===== src/source/uart_pkg.sv =====
package uart_pkg;

	// --------------------
	// serial bit timing
	// --------------------

	localparam int BIT_CLKS      = 16;           // clk cycles per serial bit
	localparam int HALF_BIT_CLKS = BIT_CLKS / 2; // offset from bit edge to bit centre

	// sample counter has to hold the 1.5 bit reload after the start edge
	localparam int RX_CNT_W = $clog2(BIT_CLKS + HALF_BIT_CLKS);

	// --------------------
	// receive fifo
	// --------------------

	localparam int FIFO_DEPTH = 8; // frames held
	localparam int FIFO_AW    = 3; // log2 of FIFO_DEPTH, pointers wrap on their own

	// --------------------
	// status register bits
	// --------------------

	localparam int STAT_EMPTY = 0; // fifo has nothing to read
	localparam int STAT_FULL  = 1; // fifo holds FIFO_DEPTH frames
	localparam int STAT_FERR  = 2; // head frame had a low stop bit
	localparam int STAT_OVR   = 3; // sticky, a frame was dropped while full
	localparam int STAT_BUSY  = 4; // receiver is inside a frame

	// --------------------
	// types
	// --------------------

	// one received character plus its framing result
	typedef struct packed {
		logic [7:0] data;      // lsb was first on the line
		logic       frame_err; // stop bit sampled low
	} rx_frame_t;

	// host side of the wishbone classic bus
	typedef struct packed {
		logic       cyc;
		logic       stb;
		logic       we;
		logic [1:0] adr;   // register index, not a byte address
		logic [7:0] dat_w;
	} wb_req_t;

	// slave side of the bus
	typedef struct packed {
		logic       ack;
		logic [7:0] dat_r;
	} wb_rsp_t;

	// register map, index 3 is unused and reads 0
	typedef enum logic [1:0] {
		REG_DATA   = 2'd0, // read pops the fifo
		REG_STATUS = 2'd1, // flag bits, see STAT_*
		REG_CTRL   = 2'd2  // write only, bit3 clears overrun
	} wb_reg_e;

	typedef enum logic [1:0] {
		RX_IDLE = 2'd0, // waiting for a falling edge
		RX_DATA = 2'd1, // sampling the eight data bits
		RX_STOP = 2'd2  // waiting for the stop bit centre
	} rx_state_e;

endpackage


===== src/source/rx_fifo.sv =====
`timescale 1ns/10ps

module rx_fifo (
	input  logic                clk,
	input  logic                nrst,
	input  uart_pkg::rx_frame_t push_frame,
	input  logic                push,        // no back-pressure, always taken
	input  logic                pop,
	input  logic                overrun_clr,
	output uart_pkg::rx_frame_t head,        // oldest entry, valid when !empty
	output logic                empty,
	output logic                full,
	output logic                overrun      // sticky
);

	// --------------------
	// storage and pointers
	// --------------------

	uart_pkg::rx_frame_t mem [uart_pkg::FIFO_DEPTH];

	logic [uart_pkg::FIFO_AW-1:0] wr_ptr;
	logic [uart_pkg::FIFO_AW-1:0] rd_ptr;
	logic [uart_pkg::FIFO_AW:0]   count;  // one extra bit so full fits
	logic                         do_push;
	logic                         do_pop;

	assign do_push = push & ~full;  // push while full is lost
	assign do_pop  = pop & ~empty;  // pop while empty does nothing

	always_ff @(posedge clk) begin
		if (do_push)
			mem[wr_ptr] <= push_frame;
	end

	always_ff @(posedge clk) begin
		if (!nrst) begin
			wr_ptr <= '0;
			rd_ptr <= '0;
			count  <= '0;
		end else begin
			if (do_push)
				wr_ptr <= wr_ptr + 1'b1; // depth is a power of two, wraps by itself
			if (do_pop)
				rd_ptr <= rd_ptr + 1'b1;
			case ({do_push, do_pop})
				2'b10:   count <= count + 1'b1;
				2'b01:   count <= count - 1'b1;
				default: count <= count; // both or neither
			endcase
		end
	end

	// --------------------
	// overrun flag
	// --------------------

	always_ff @(posedge clk) begin
		if (!nrst)
			overrun <= 1'b0;
		else if (push && full)
			overrun <= 1'b1; // a new drop wins over a clear in the same cycle
		else if (overrun_clr)
			overrun <= 1'b0;
	end

	assign head  = mem[rd_ptr];
	assign empty = (count == '0);
	assign full  = (count == (uart_pkg::FIFO_AW + 1)'(uart_pkg::FIFO_DEPTH));

endmodule


===== src/source/uart_receiver.sv =====
`timescale 1ns/10ps

module uart_receiver (
	input  logic                clk,
	input  logic                nrst,
	input  logic                rxd,         // async serial in, idles high
	output uart_pkg::rx_frame_t frame,       // valid only with frame_valid
	output logic                frame_valid, // one clk strobe at stop bit centre
	output logic                rx_busy
);

	// --------------------
	// input synchronizer
	// --------------------

	logic rxd_meta; // first flop, may go metastable
	logic rxd_sync; // second flop, safe to use
	logic rxd_prev; // rxd_sync one clk later, for edge detect
	logic start_edge;

	always_ff @(posedge clk) begin
		if (!nrst) begin
			// line idles high, so preset to 1 to avoid a false start edge
			rxd_meta <= 1'b1;
			rxd_sync <= 1'b1;
			rxd_prev <= 1'b1;
		end else begin
			rxd_meta <= rxd;
			rxd_sync <= rxd_meta;
			rxd_prev <= rxd_sync;
		end
	end

	assign start_edge = rxd_prev & ~rxd_sync; // high then low

	// --------------------
	// frame state machine
	// --------------------

	uart_pkg::rx_state_e            state;
	logic [uart_pkg::RX_CNT_W-1:0]  sample_cnt; // counts down to the next bit centre
	logic [2:0]                     bit_idx;    // data bit being sampled
	logic [7:0]                     shift_q;    // data bits, shifted in from the top
	logic                           sample_now;

	assign sample_now = (sample_cnt == '0);

	always_ff @(posedge clk) begin
		if (!nrst) begin
			state      <= uart_pkg::RX_IDLE;
			sample_cnt <= '0;
			bit_idx    <= '0;
		end else begin
			case (state)
				uart_pkg::RX_IDLE: begin
					if (start_edge) begin
						// skip the start bit and land in the middle of bit 0
						sample_cnt <= uart_pkg::RX_CNT_W'(uart_pkg::BIT_CLKS +
							uart_pkg::HALF_BIT_CLKS - 1);
						bit_idx    <= '0;
						state      <= uart_pkg::RX_DATA;
					end
				end
				uart_pkg::RX_DATA: begin
					if (sample_now) begin
						sample_cnt <= uart_pkg::RX_CNT_W'(uart_pkg::BIT_CLKS - 1);
						bit_idx    <= bit_idx + 3'd1;
						if (bit_idx == 3'd7)
							state <= uart_pkg::RX_STOP; // last data bit taken
					end else begin
						sample_cnt <= sample_cnt - 1'b1;
					end
				end
				uart_pkg::RX_STOP: begin
					if (sample_now)
						state <= uart_pkg::RX_IDLE; // next edge can start a frame right away
					else
						sample_cnt <= sample_cnt - 1'b1;
				end
				default: state <= uart_pkg::RX_IDLE;
			endcase
		end
	end

	// data shift register, lsb arrives first so shift right
	always_ff @(posedge clk) begin
		if (state == uart_pkg::RX_DATA && sample_now)
			shift_q <= {rxd_sync, shift_q[7:1]};
	end

	// --------------------
	// outputs
	// --------------------

	// stop bit is checked live, so the frame goes out in the sampling cycle
	assign frame_valid     = (state == uart_pkg::RX_STOP) && sample_now;
	assign frame.data      = shift_q;
	assign frame.frame_err = ~rxd_sync; // low stop bit is a framing error

	assign rx_busy = (state != uart_pkg::RX_IDLE); // drops right after the stop sample

endmodule


===== src/source/uart_rx_top.sv =====
`timescale 1ns/10ps

module uart_rx_top (
	input  logic              clk,
	input  logic              nrst,
	input  logic              rxd,    // serial in, idles high
	input  uart_pkg::wb_req_t wb_req,
	output uart_pkg::wb_rsp_t wb_rsp
);

	// --------------------
	// internal nets
	// --------------------

	uart_pkg::rx_frame_t frame;       // receiver to fifo
	logic                frame_valid;
	logic                rx_busy;
	uart_pkg::rx_frame_t head;        // fifo to registers
	logic                empty;
	logic                full;
	logic                overrun;
	logic                pop;         // registers back to fifo
	logic                overrun_clr;

	uart_receiver u_receiver (
		.clk         (clk),
		.nrst        (nrst),
		.rxd         (rxd),
		.frame       (frame),
		.frame_valid (frame_valid),
		.rx_busy     (rx_busy)
	);

	rx_fifo u_fifo (
		.clk         (clk),
		.nrst        (nrst),
		.push_frame  (frame),
		.push        (frame_valid), // no stall path to the line
		.pop         (pop),
		.overrun_clr (overrun_clr),
		.head        (head),
		.empty       (empty),
		.full        (full),
		.overrun     (overrun)
	);

	wb_uart_regs u_regs (
		.clk         (clk),
		.nrst        (nrst),
		.wb_req      (wb_req),
		.wb_rsp      (wb_rsp),
		.head        (head),
		.empty       (empty),
		.full        (full),
		.overrun     (overrun),
		.rx_busy     (rx_busy),
		.pop         (pop),
		.overrun_clr (overrun_clr)
	);

endmodule


===== src/source/wb_uart_regs.sv =====
`timescale 1ns/10ps

module wb_uart_regs (
	input  logic                clk,
	input  logic                nrst,
	input  uart_pkg::wb_req_t   wb_req,
	output uart_pkg::wb_rsp_t   wb_rsp,
	input  uart_pkg::rx_frame_t head,
	input  logic                empty,
	input  logic                full,
	input  logic                overrun,
	input  logic                rx_busy,
	output logic                pop,         // one clk, same cycle as ack
	output logic                overrun_clr  // one clk, same cycle as ack
);

	// --------------------
	// request detect
	// --------------------

	logic                new_req; // first cycle of a transfer
	logic                ack_q;
	logic [7:0]          dat_q;
	logic [7:0]          status;
	logic [7:0]          rd_mux;
	uart_pkg::wb_reg_e   reg_sel;

	// ack is still high while the master holds stb, so that cycle is not new
	assign new_req = wb_req.cyc & wb_req.stb & ~ack_q;
	assign reg_sel = uart_pkg::wb_reg_e'(wb_req.adr);

	// --------------------
	// read data
	// --------------------

	always_comb begin
		status                       = '0;
		status[uart_pkg::STAT_EMPTY] = empty;
		status[uart_pkg::STAT_FULL]  = full;
		status[uart_pkg::STAT_FERR]  = head.frame_err & ~empty; // head is stale when empty
		status[uart_pkg::STAT_OVR]   = overrun;
		status[uart_pkg::STAT_BUSY]  = rx_busy;
	end

	always_comb begin
		case (reg_sel)
			uart_pkg::REG_DATA:   rd_mux = empty ? 8'h00 : head.data;
			uart_pkg::REG_STATUS: rd_mux = status;
			default:              rd_mux = 8'h00; // ctrl is write only, index 3 unused
		endcase
	end

	// --------------------
	// ack and strobes
	// --------------------

	always_ff @(posedge clk) begin
		if (!nrst) begin
			ack_q       <= 1'b0;
			pop         <= 1'b0;
			overrun_clr <= 1'b0;
		end else begin
			ack_q <= new_req; // exactly one cycle later, one cycle wide
			pop   <= new_req & ~wb_req.we & (reg_sel == uart_pkg::REG_DATA) & ~empty;
			overrun_clr <= new_req & wb_req.we & (reg_sel == uart_pkg::REG_CTRL) &
				wb_req.dat_w[uart_pkg::STAT_OVR];
		end
	end

	// read data captured with the request, so status is the pre-ack view
	always_ff @(posedge clk) begin
		if (new_req)
			dat_q <= wb_req.we ? 8'h00 : rd_mux;
	end

	assign wb_rsp.ack   = ack_q;
	assign wb_rsp.dat_r = dat_q;

endmodule


===== config.mk =====
export PLATFORM = sky130hd
export DESIGN_NAME = uart_rx_top
export DESIGN_NICKNAME = d
export VERILOG_FILES = /design/src/source/uart_pkg.sv /design/src/source/rx_fifo.sv /design/src/source/uart_receiver.sv /design/src/source/uart_rx_top.sv /design/src/source/wb_uart_regs.sv
export SDC_FILE = /design/constraint.sdc
export NUM_CORES = 1
export LEC_CHECK = 0
export ABC_AREA = 0
export BUFFER_PORTS_ARGS = -buffer_cell sky130_fd_sc_hd__buf_2
export CORE_MARGIN = 2
export CORE_UTILIZATION = 60
export CTS_CLUSTER_DIAMETER = 120
export DETAILED_ROUTE_END_ITERATION = 12
export GPL_ROUTABILITY_DRIVEN = 0
export HOLD_SLACK_MARGIN = 0.12
export PLACE_DENSITY = 0.8
export SYNTH_ARGS = -nofsm -noshare
export SYNTH_HDL_FRONTEND = slang
export SYNTH_SLANG_ARGS = --single-unit

===== constraint.sdc =====
create_clock -name clk -period 3 [get_ports clk]
set_input_delay 0.15 -clock clk [delete_from_list [all_inputs] [get_ports clk]]
set_output_delay 0.15 -clock clk [all_outputs]
set_load 0.1 [all_outputs]

==> flow_summary_export.csv, run 1 <==
group,metric,value,unit
finish,area_growth_syn_to_layout,19.7,%
yosys,async_flop_share,0,%
timing,finalClockSkew,0.00585,ns
timing,timing.setup.tns,0,ns
yosys,synth_seq_cells,118,
timing,rsz0062_at_grt,"false",
setup_path,required,3.44,ns
place,dpl-instance-area,5020,sq um
power,p_leak,2.07,nW
floorplan,start_util,62.0,%
place,place_ws,0.243,ns
setup_path,start_kind,"register",
setup_path,rrSetupSlack,0.30,ns
outcome,run_status,"complete, no violations",
power,clkPwrFrac,47.3,%
route,num_vias,2800,
yosys,netlist_top_cells_area,"edfxtp_1, dfxtp_1, mux4_2, ha_1, mux2i_1",
floorplan,die_y,93.4,um
timing,period_minus_slack,2.70,ns
clocking,clock_path_buffers,2,
setup_path,crit_path_end_kind,"register",
min_path,hold_path.class,"input pin to register",
route,post_drt_wl_per_cell,21.8,um
finish,diodes,0,
yosys,synth_largest_area_cell,"edfxtp_1",
finish,stdcell_area,5740,sq um
clocking,cts_tree,"yes",
yosys,synthCells,306,
yosys,netlist-cell-type-count,49,
timing,fmax,0.371,GHz
setup_path,path_class,"register to register",
yosys,synth_area_per_cell,15.7,sq um
route,drc,0,
yosys,ys_seq_area_share,67.7,%
clocking,path_clk_slew,0.06,ns
power,total_power,4.46,mW
power,seqPwrFrac,43.1,%
setup_path,cp.arrival,3.14,ns
route,viasPerCell,6.01,
timing,slew_headroom,49.2,%
global_routing,grtUsageTotal,25.4,%
finish,fin_nets,379,
timing,setup_viol,0,
job,drv_cap,0,
floorplan,io_pins,25,
timing,hold_slack,0.160,ns
floorplan,die_w,93.4,um
yosys,yosys_warnings,0,
yosys,synth.cell_area,4790,sq um
global_routing,grt_max_degree,22,
finish,drive_gt1_share,24.2,%
place,numPortBuffers,17,
place,dp_hpwl,5750,um
yosys,synth-edff-count,88,
place,dp_cells,424,
finish,instances_no_fill,466,
setup_path,cp_max_fo,8,
global_routing,antenna_found_initial,0,
yosys,yosysTopAreaCellShare,55.1,%
timing,slew_violations,0,
route,antenna_left,0,
yosys,synth_nets,334,
floorplan,rows,32,
clocking,cts.sinks,118,
timing,finalCritPeriodShare,89.9,%
yosys,synth_flop_cell,"edfxtp_1",
timing,hold_viol_final,0,
power,ir_drop,453,uV
power,p_sw,1.09,mW
power,combPwrFrac,9.6,%
clocking,cts_htree_levels,4,
clocking,worstSkewPairLatency,0.51,ns
timing,fin_ws,0.302,ns
clocking,root_buffer,"clkbuf_8",
setup_path,r2r-start,"u_fifo.count[1]",
floorplan,dieArea,8720,sq um
global_routing,grt_pass1_wl,15700,um
floorplan,coreArea,7730,sq um
global_routing,gr-total-overflow,0,
route,drt_first_pass_iters,6,
power,p_int,3.37,mW
finish,post-route-util,74.2,%
setup_path,startpoint,"u_fifo.count[1]",
route,wirelength,10200,um
timing,tightestPinTransition,0.761,ns
route,drt_iter0_drc,243,
power,power_density,778,nW/um^2
min_path,holdCritStartpoint,"wb_req[11]",
global_routing,grt_pass1_vias,2815,
power,sw_frac_of_total,24.4,%
clocking,cts_inserted_buffers,17,
Yosys cell counts, drive strengths merged (2+ instances only):
library cell / instances
a21oi: 4
a31oi: 2
and2: 2
buf: 9
clkbuf: 5
dfxtp: 30
edfxtp: 88
ha: 12
inv: 14
mux2i: 14
mux4: 18
nand2: 18
nand2b: 6
nand3: 7
nand4: 3
nor2: 22
nor3: 4
nor4b: 2
o2111ai: 2
o21ai: 9
o22ai: 5
or3: 2
xor2: 6
flip-flops by register name, summed over array words and instances, names as in the netlist, named ones only:
register	cells
u_fifo.mem	72
u_receiver.shift_q	8
u_regs.dat_q	8
u_receiver.sample_cnt	5
u_fifo.count	4
u_fifo.rd_ptr	3
u_fifo.wr_ptr	3
u_receiver.bit_idx	3
u_receiver.state	2
u_fifo.overrun	1
u_receiver.rxd_meta	1
u_receiver.rxd_prev	1
u_receiver.rxd_sync	1
u_regs.ack_q	1
u_regs.overrun_clr	1
u_regs.pop	1
area by class of cell:
cell class                 instances  area [sq um]
clock buffer                      17           414
inverter                          14          52.6
sequential                       118          3240
multi-input combinational        160          1420
clock inverter                    15           204
timing repair buffer              40           278
tap                              102           128
fill                             441          1990
final timing paths:
| path | depth (start not counted) | endpoint |
|---|---|---|
| max | 9 | u_fifo.count[2] |
| min | 3 | u_regs.dat_q[2] |
| min reg2reg | 1 | u_receiver.rxd_sync |
| max reg2reg | 9 | u_fifo.count[2] |
timing repair:
action | 4_1_cts | 5_1_grt
buffers inserted | 0 | 2
gates resized for setup | 0 | 0
endpoints found under the hold margin | 19 | 0
hold buffers | 8 | 0
endpoints found under the setup margin | 0 | 1
worst max-delay path, cell delays in order, from the launching register on:
cell and delay (ns):
dfxtp_1 0.37, or4b_1 0.68, nand3_2 0.27, ha_1 0.32, xor2_1 0.17, ha_1 0.16, a21oi_1 0.05, xor2_1 0.15
or3_1 0.31, a21oi_1 0.15
logic make-up after synthesis:
family,after synthesis,synth area share (%)
xor+xnor,7,1.28
mux,33,11.6
flops,118,67.7
fa+ha+maj,12,3.13
buf+inv,28,2.90
simple gates,73,8.20
compound gates,35,5.20
per-layer routing:
metal / wire length, um / track usage, %
met2: 5420 / 43.6
met3: 553 / 6.93
met5: 0 / 0
met1: 4010 / 31.2
met4: 198 / 8.58
power by group through the flow:
stage               combinational [mW]  clock (mW)  sequential, mW
floorplan                        0.283           0            1.96
global placement                 0.377           0            1.95
detailed placement               0.387           0            1.95
CTS                              0.399        2.12            1.92
global route                     0.468        2.19            1.94
finish                           0.430        2.11            1.92
layout by cell type, fill, tap and decap left out, types with 2 or more instances in the layout:
cell type / Yosys / routed
edfxtp_1: 88 / 88
nor3_1: 4 / 4
mux4_2: 18 / 18
nand2_1: 18 / 18
inv_6: 0 / 2
bufinv_16: 0 / 4
a31oi_1: 2 / 2
buf_2: 3 / 17
clkinvlp_4: 0 / 3
o21ai_0: 9 / 9
ha_1: 12 / 12
mux2i_1: 14 / 14
clkbuf_16: 0 / 16
dlygate4sd3_1: 0 / 8
nand4_1: 3 / 3
inv_1: 14 / 14
clkinv_4: 0 / 4
xor2_1: 6 / 6
and2_1: 2 / 2
nor2_1: 22 / 22
nand2b_1: 6 / 6
a21oi_1: 4 / 4
or3_1: 2 / 2
dfxtp_1: 30 / 30
nand3_1: 6 / 6
o2111ai_1: 2 / 2
o22ai_1: 5 / 5
buf_4: 4 / 15
Power figures use the tool's default switching activity.
==> run 2: changes to the inputs <==
--- a/config.mk
+++ b/config.mk
@@ -7,13 +7,15 @@
 export LEC_CHECK = 0
 export ABC_AREA = 0
 export BUFFER_PORTS_ARGS = -buffer_cell sky130_fd_sc_hd__buf_2
+export CELL_PAD_IN_SITES_DETAIL_PLACEMENT = 2
+export CELL_PAD_IN_SITES_GLOBAL_PLACEMENT = 2
 export CORE_MARGIN = 2
-export CORE_UTILIZATION = 60
+export CORE_UTILIZATION = 45
 export CTS_CLUSTER_DIAMETER = 120
 export DETAILED_ROUTE_END_ITERATION = 12
 export GPL_ROUTABILITY_DRIVEN = 0
 export HOLD_SLACK_MARGIN = 0.12
-export PLACE_DENSITY = 0.8
+export PLACE_DENSITY = 0.81
 export SYNTH_ARGS = -nofsm -noshare
 export SYNTH_HDL_FRONTEND = slang
 export SYNTH_SLANG_ARGS = --single-unit
==> run 2 against run 1 <==
  * Critical path depth increased by 2
  * Clock skew increased by 0.0043 ns
  * Power increased by 1.4%
  * Setup slack got worse by 0.12 ns
  * Maximum frequency decreased by 4.2%
  * Global-route usage increased by 2.5 points
  * Clock-buffer cell count unchanged
  * Flip-flop and latch count unchanged
  * Largest power group unchanged
==> flow_summary_export.csv, run 2 (synthesis gave the netlist of run 1 again) <==
group,metric,value,unit
floorplan,die_y,107,um
global_routing,grtUsageTotal,27.9,%
timing,timing.setup.tns,0,ns
power,p_leak,2.05,nW
min_path,whs_endpoint,"u_regs.dat_q[2]",
global_routing,grt_pass1_vias,3356,
floorplan,io_pins,25,
setup_path,r2r-start,"u_receiver.sample_cnt[1]",
setup_path,critPathTopFamily,"simple AND/OR/NAND/NOR gates",
timing,finalCritPeriodShare,93.9,%
timing,hold_viol_final,0,
timing,period_minus_slack,2.82,ns
timing,rsz0062_at_grt,"false",
route,num_vias,2920,
floorplan,start_util,46.4,%
power,ir_drop,690,uV
place,dp_hpwl,8360,um
power,power_density,783,nW/um^2
setup_path,path_buf_inv,1,
finish,diodes,0,
clocking,worstSkewPairLatency,0.54,ns
finish,fillers,881,
floorplan,coreArea,10300,sq um
route,viasPerCell,5.84,
setup_path,cpPeakStageDelay,0.34,ns
setup_path,crit_path_end_kind,"register",
timing,setup_viol,0,
finish,area_growth_syn_to_layout,20.5,%
clocking,root_buffer,"clkbuf_8",
global_routing,grt_max_degree,22,
finish,drive_gt1_share,23.9,%
timing,tightestPinTransition,0.805,ns
finish,fin_nets,379,
clocking,cts_tree,"yes",
outcome,run_status,"complete, no violations",
finish,largest_register_ffs,72,
setup_path,path_class,"register to register",
timing,finalClockSkew,0.0101,ns
min_path,whs_path_depth,3,
floorplan,rows,37,
timing,fmax,0.355,GHz
timing,slew_headroom,46.1,%
setup_path,cp_slowest_cell,"dfxtp_1",
clocking,cts.sinks,118,
clocking,cts_inserted_buffers,17,
route,antenna_left,0,
clocking,path_clk_slew,0.06,ns
place,dpl-instance-area,5060,sq um
min_path,hold_path.class,"input pin to register",
route,post_drt_wl_per_cell,29.5,um
floorplan,die_w,107,um
setup_path,path_cells,"inv_1, ha_1, nor4b_4, nand3_4, ha_1, xor2_1, ha_1, a21oi_1, xor2_1, or3_1, a21oi_1",
global_routing,antenna_found_initial,0,
route,wirelength,14700,um
min_path,holdCritStartpoint,"wb_req[10]",
floorplan,dieArea,11500,sq um
finish,top_register,"u_fifo.mem",
setup_path,rrSetupSlack,0.18,ns
finish,final_cell_mix,"edfxtp_1, dfxtp_1, nor2_1",
global_routing,gr-total-overflow,0,
setup_path,required,3.46,ns
timing,slew_violations,0,
setup_path,start_kind,"register",
route,drc,0,
setup_path,r2r-end,"u_fifo.count[2]",
setup_path,cpMostUsedCell,"ha_1",
finish,final_common_cell,"edfxtp_1",
setup_path,r2r_cells,11,
job,drv_cap,0,
place,numPortBuffers,17,
route,drt_first_pass_iters,4,
setup_path,cp_max_fo,8,
clocking,clock_path_buffers,2,
finish,biggestRegsByFlops,"u_fifo.mem: 72 flops, u_receiver.shift_q: 8 flops, u_regs.dat_q: 8 flops",
finish,stdcell_area,5780,sq um
clocking,cts_htree_levels,4,
route,drt_iter0_drc,210,
setup_path,cp.arrival,3.27,ns
global_routing,grt_pass1_wl,22100,um
-- run 2: cell types whose count changed in the layout (fill, tap and decap cells not counted), moves of 2 or more --
cell	delta
clkinvlp_4	+2
buf_4	-2
clkinv_4	-2
dlygate4sd3_1	+2
-- run 2: how the worst max path moves through the flow --
stage | startpoint | end | slack, ns | cells after the start
after floorplan | u_receiver.sample_cnt[0] | u_fifo.mem[0][0] | 0.49 | 5
after global placement | u_fifo.count[1] | u_fifo.count[2] | 0.41 | 9
after detailed placement | u_fifo.count[1] | u_fifo.count[2] | 0.32 | 9
after CTS | u_receiver.sample_cnt[1] | u_fifo.count[2] | 0.20 | 11
after global routing | u_receiver.sample_cnt[1] | u_fifo.count[2] | 0.02 | 11
final | u_receiver.sample_cnt[1] | u_fifo.count[2] | 0.18 | 11
-- run 2: timing repair --
item / CTS / global route
endpoints found under the setup margin: 0 / 2
gates resized for setup: 0 / 3
buffers inserted: 0 / 0
hold buffers: 10 / 0
endpoints found under the hold margin: 23 / 0
-- run 2: per-stage QoR --
| step | instances | setup WS (ns) | util, % | hold slack (ns) | total power [mW] |
|---|---|---|---|---|---|
| 2_1_floorplan | 306 | 0.495 | - | 0.251 | 2.24 |
| 3_3_place_gp | 458 | 0.415 | 49.1 | 0.348 | 2.36 |
| 3_5_place_dp | 458 | 0.321 | 49.1 | 0.343 | 2.42 |
| 4_1_cts | 500 | 0.201 | 55.8 | 0.156 | 4.54 |
| 5_1_grt | 500 | 0.0227 | 55.9 | 0.242 | 4.65 |
| 6_report | 500 | 0.184 | 55.9 | 0.232 | 4.52 |
-- run 2: tightest hold or removal path: cells and delay by family --
family / cells / cell delay, ns
AO/OA/AOI/OAI: 1 / 0.26
buffers and inverters: 1 / 0.10
AND/OR/NAND/NOR: 1 / 0.09
-- run 2: layout make-up --
class	instances	area (sq um)	area share (%)
Inverter	14	52.6	0.910
Tap cell	136	170	2.95
Timing Repair Buffer	40	283	4.90
Clock buffer	17	414	7.17
Clock inverter	15	179	3.10
Multi-Input combinational cell	160	1430	24.8
Sequential cell	118	3240	56.2
-- run 2: where the power goes --
group,switching [mW],internal [mW],leakage (nW)
Combinational,0.346,0.163,0.741
Clock,0.810,1.27,0.272
Sequential,0.0877,1.85,1.04
Total,1.24,3.28,2.05
-- run 2: routing by layer --
layer / wire [um] / GRT usage [%]
met1: 5640 / 32.3
met2: 8050 / 50.1
met3: 637 / 5.71
met4: 407 / 11.6
met5: 0 / 0
==> run 3: changes to the inputs <==
--- a/config.mk
+++ b/config.mk
@@ -16,6 +16,7 @@
 export GPL_ROUTABILITY_DRIVEN = 0
 export HOLD_SLACK_MARGIN = 0.12
 export PLACE_DENSITY = 0.81
+export REMOVE_ABC_BUFFERS = 1
 export SYNTH_ARGS = -nofsm -noshare
 export SYNTH_HDL_FRONTEND = slang
 export SYNTH_SLANG_ARGS = --single-unit
==> run 3 against run 2 <==
  * Sequential power about the same
  * Critical path depth down 1
  * Die area unchanged
  * Global-route usage up 0.45 points
  * Clock skew up 0.0015 ns
  * Sequential share of layout area up 0.097 points
  * Critical endpoint unchanged
  * Largest power group unchanged
==> flow_summary_export.csv, run 3 (synthesis gave the netlist of run 1 again) <==
group,metric,value,unit
timing,hold_slack,0.207,ns
clocking,cts.sinks,118,
route,antenna_left,0,
timing,fmax,0.344,GHz
power,clkPwrFrac,46.4,%
finish,drive_gt1_share,24.4,%
clocking,post_cts_buffers,0,
power,power_density,782,nW/um^2
clocking,path_clk_slew,0.06,ns
finish,multi_input_area,1430,sq um
timing,hold_viol_final,0,
power,sw_frac_of_total,26.2,%
power,seqPwrFrac,43.0,%
timing,period_minus_slack,2.91,ns
route,drt_iter0_drc,270,
timing,timing.setup.tns,0,ns
outcome,run_status,"complete, no violations",
min_path,hold_path.class,"input pin to register",
clocking,clock_path_buffers,2,
setup_path,path_class,"register to register",
floorplan,die_w,107,um
setup_path,start_kind,"register",
finish,final_common_cell,"edfxtp_1",
finish,area_growth_syn_to_layout,20.3,%
global_routing,gr-total-overflow,0,
clocking,cts_inserted_buffers,17,
clocking,cts_htree_levels,4,
job,drv_cap,0,
global_routing,grt_pass1_wl,22300,um
setup_path,required,3.48,ns
power,p_sw,1.18,mW
global_routing,grt_max_degree,22,
route,viasPerCell,6.00,
timing,setup_viol,0,
floorplan,rows,37,
clocking,cts_tree,"yes",
finish,regArea,3240,sq um
timing,finalCritPeriodShare,97.0,%
floorplan,dieArea,11500,sq um
route,num_vias,2983,
route,wirelength,14900,um
power,p_int,3.33,mW
floorplan,die_y,107,um
finish,fillers,892,
setup_path,crit_path_end_kind,"register",
route,post_drt_wl_per_cell,29.9,um
finish,post-route-util,55.8,%
power,ir_drop,446,uV
finish,fin_nets,376,
place,numPortBuffers,17,
clocking,root_buffer,"clkbuf_8",
finish,top_register,"u_fifo.mem",
floorplan,coreArea,10300,sq um
finish,instances_no_fill,497,
finish,diodes,0,
global_routing,grt_pass1_vias,3320,
place,dp_cells,457,
power,combPwrFrac,10.6,%
floorplan,io_pins,25,
setup_path,cp_max_fo,6,
finish,largest_register_ffs,72,
finish,biggestRegsByFlops,"u_fifo.mem: 72 flops, u_receiver.shift_q: 8 flops, u_regs.dat_q: 8 flops",
place,dp_hpwl,8570,um
setup_path,cp.arrival,3.38,ns
setup_path,cpPeakStageDelay,0.59,ns
global_routing,antenna_found_initial,0,
setup_path,cp_slowest_cell,"or4_4",
timing,slew_headroom,25.0,%
power,p_leak,2.08,nW
timing,slew_violations,0,
floorplan,start_util,46.4,%
route,drt_first_pass_iters,4,
timing,tightestPinTransition,1.12,ns
route,drc,0,
timing,finalClockSkew,0.0116,ns
setup_path,path_cells,"or4_4, nand2_1, inv_1, ha_2, xor2_1, ha_1, a21oi_1, xor2_1, or3_1, a21oi_1",
finish,final_cell_mix,"edfxtp_1, dfxtp_1, nor2_1",
clocking,worstSkewPairLatency,0.55,ns
global_routing,grtUsageTotal,28.4,%
power,total_power,4.51,mW
==> run 3: cell count changes in the layout (fill, tap and decap cells not counted), moves of 2 or more <==
cell,previous run,this run
clkbuf_16,16,20
dlygate4sd3_1,10,8
clkinv_2,0,3
clkinv_1,2,0
inv_4,0,4
clkinvlp_4,5,0
bufinv_16,3,1
inv_6,3,0
==> run 3: power by group through the flow <==
| stage | clock network, mW | registers, mW | logic [mW] |
|---|---|---|---|
| final | 2.09 | 1.94 | 0.477 |
| after global routing | 2.19 | 1.95 | 0.520 |
| after CTS | 2.12 | 1.94 | 0.476 |
| after detailed placement | 0 | 1.97 | 0.439 |
| after global placement | 0 | 1.95 | 0.405 |
| after floorplan | 0 | 1.96 | 0.275 |
==> run 3: layout make-up <==
type	count	share of cell area, %
inverters	14	0.911
clock buffers	23	9.22
flip-flops and latches	118	56.2
well taps	136	2.95
clock inverters	9	1.37
multi-input cells	160	24.9
repair buffers	37	4.43
==> run 3: critical path, delay by kind of cell (launching register included) <==
| kind | cells | cell delay (ns) |
|---|---|---|
| fa+ha+maj | 2 | 0.45 |
| xor+xnor | 2 | 0.33 |
| buf+inv | 1 | 0.11 |
| compound gates | 2 | 0.39 |
| flops | 1 | 0.41 |
| simple gates | 3 | 1.14 |
==> run 3: through the flow <==
step | instance area, sq um | setup slack (ns)
3_5_place_dp | 5060 | 0.148
4_1_cts | 5750 | 0.0664
2_1_floorplan | 4710 | 0.495
6_report | 5770 | 0.0910
3_3_place_gp | 5060 | 0.421
5_1_grt | 5770 | -0.00606
==> run 3: path summary, 6_finish.rpt <==
path | startpoint | end | slack, ns | cells past startpoint
worst max-delay path | u_fifo.count[0] | u_fifo.count[2] | 0.09 | 10
worst max register to register | u_fifo.count[0] | u_fifo.count[2] | 0.09 | 10
worst min register to register | u_receiver.rxd_meta | u_receiver.rxd_sync | 0.42 | 1
worst min-delay path | wb_req[9] | u_regs.dat_q[2] | 0.21 | 3
==> run 3: what timing repair did <==
item	4_1_cts	5_1_grt
endpoints found under the hold margin	17	0
hold buffers	8	0
setup endpoints to repair	0	1
resized for setup	0	4
==> run 3: metal layers <==
metal	share of wire [%]	global-route usage, %	vias to the layer above
met3	5.6	7.96	32
met1	39	33.9	1572
met4	2.6	12.7	0
met2	53	47.6	118
li1	-	-	1261
met5	0	0	-
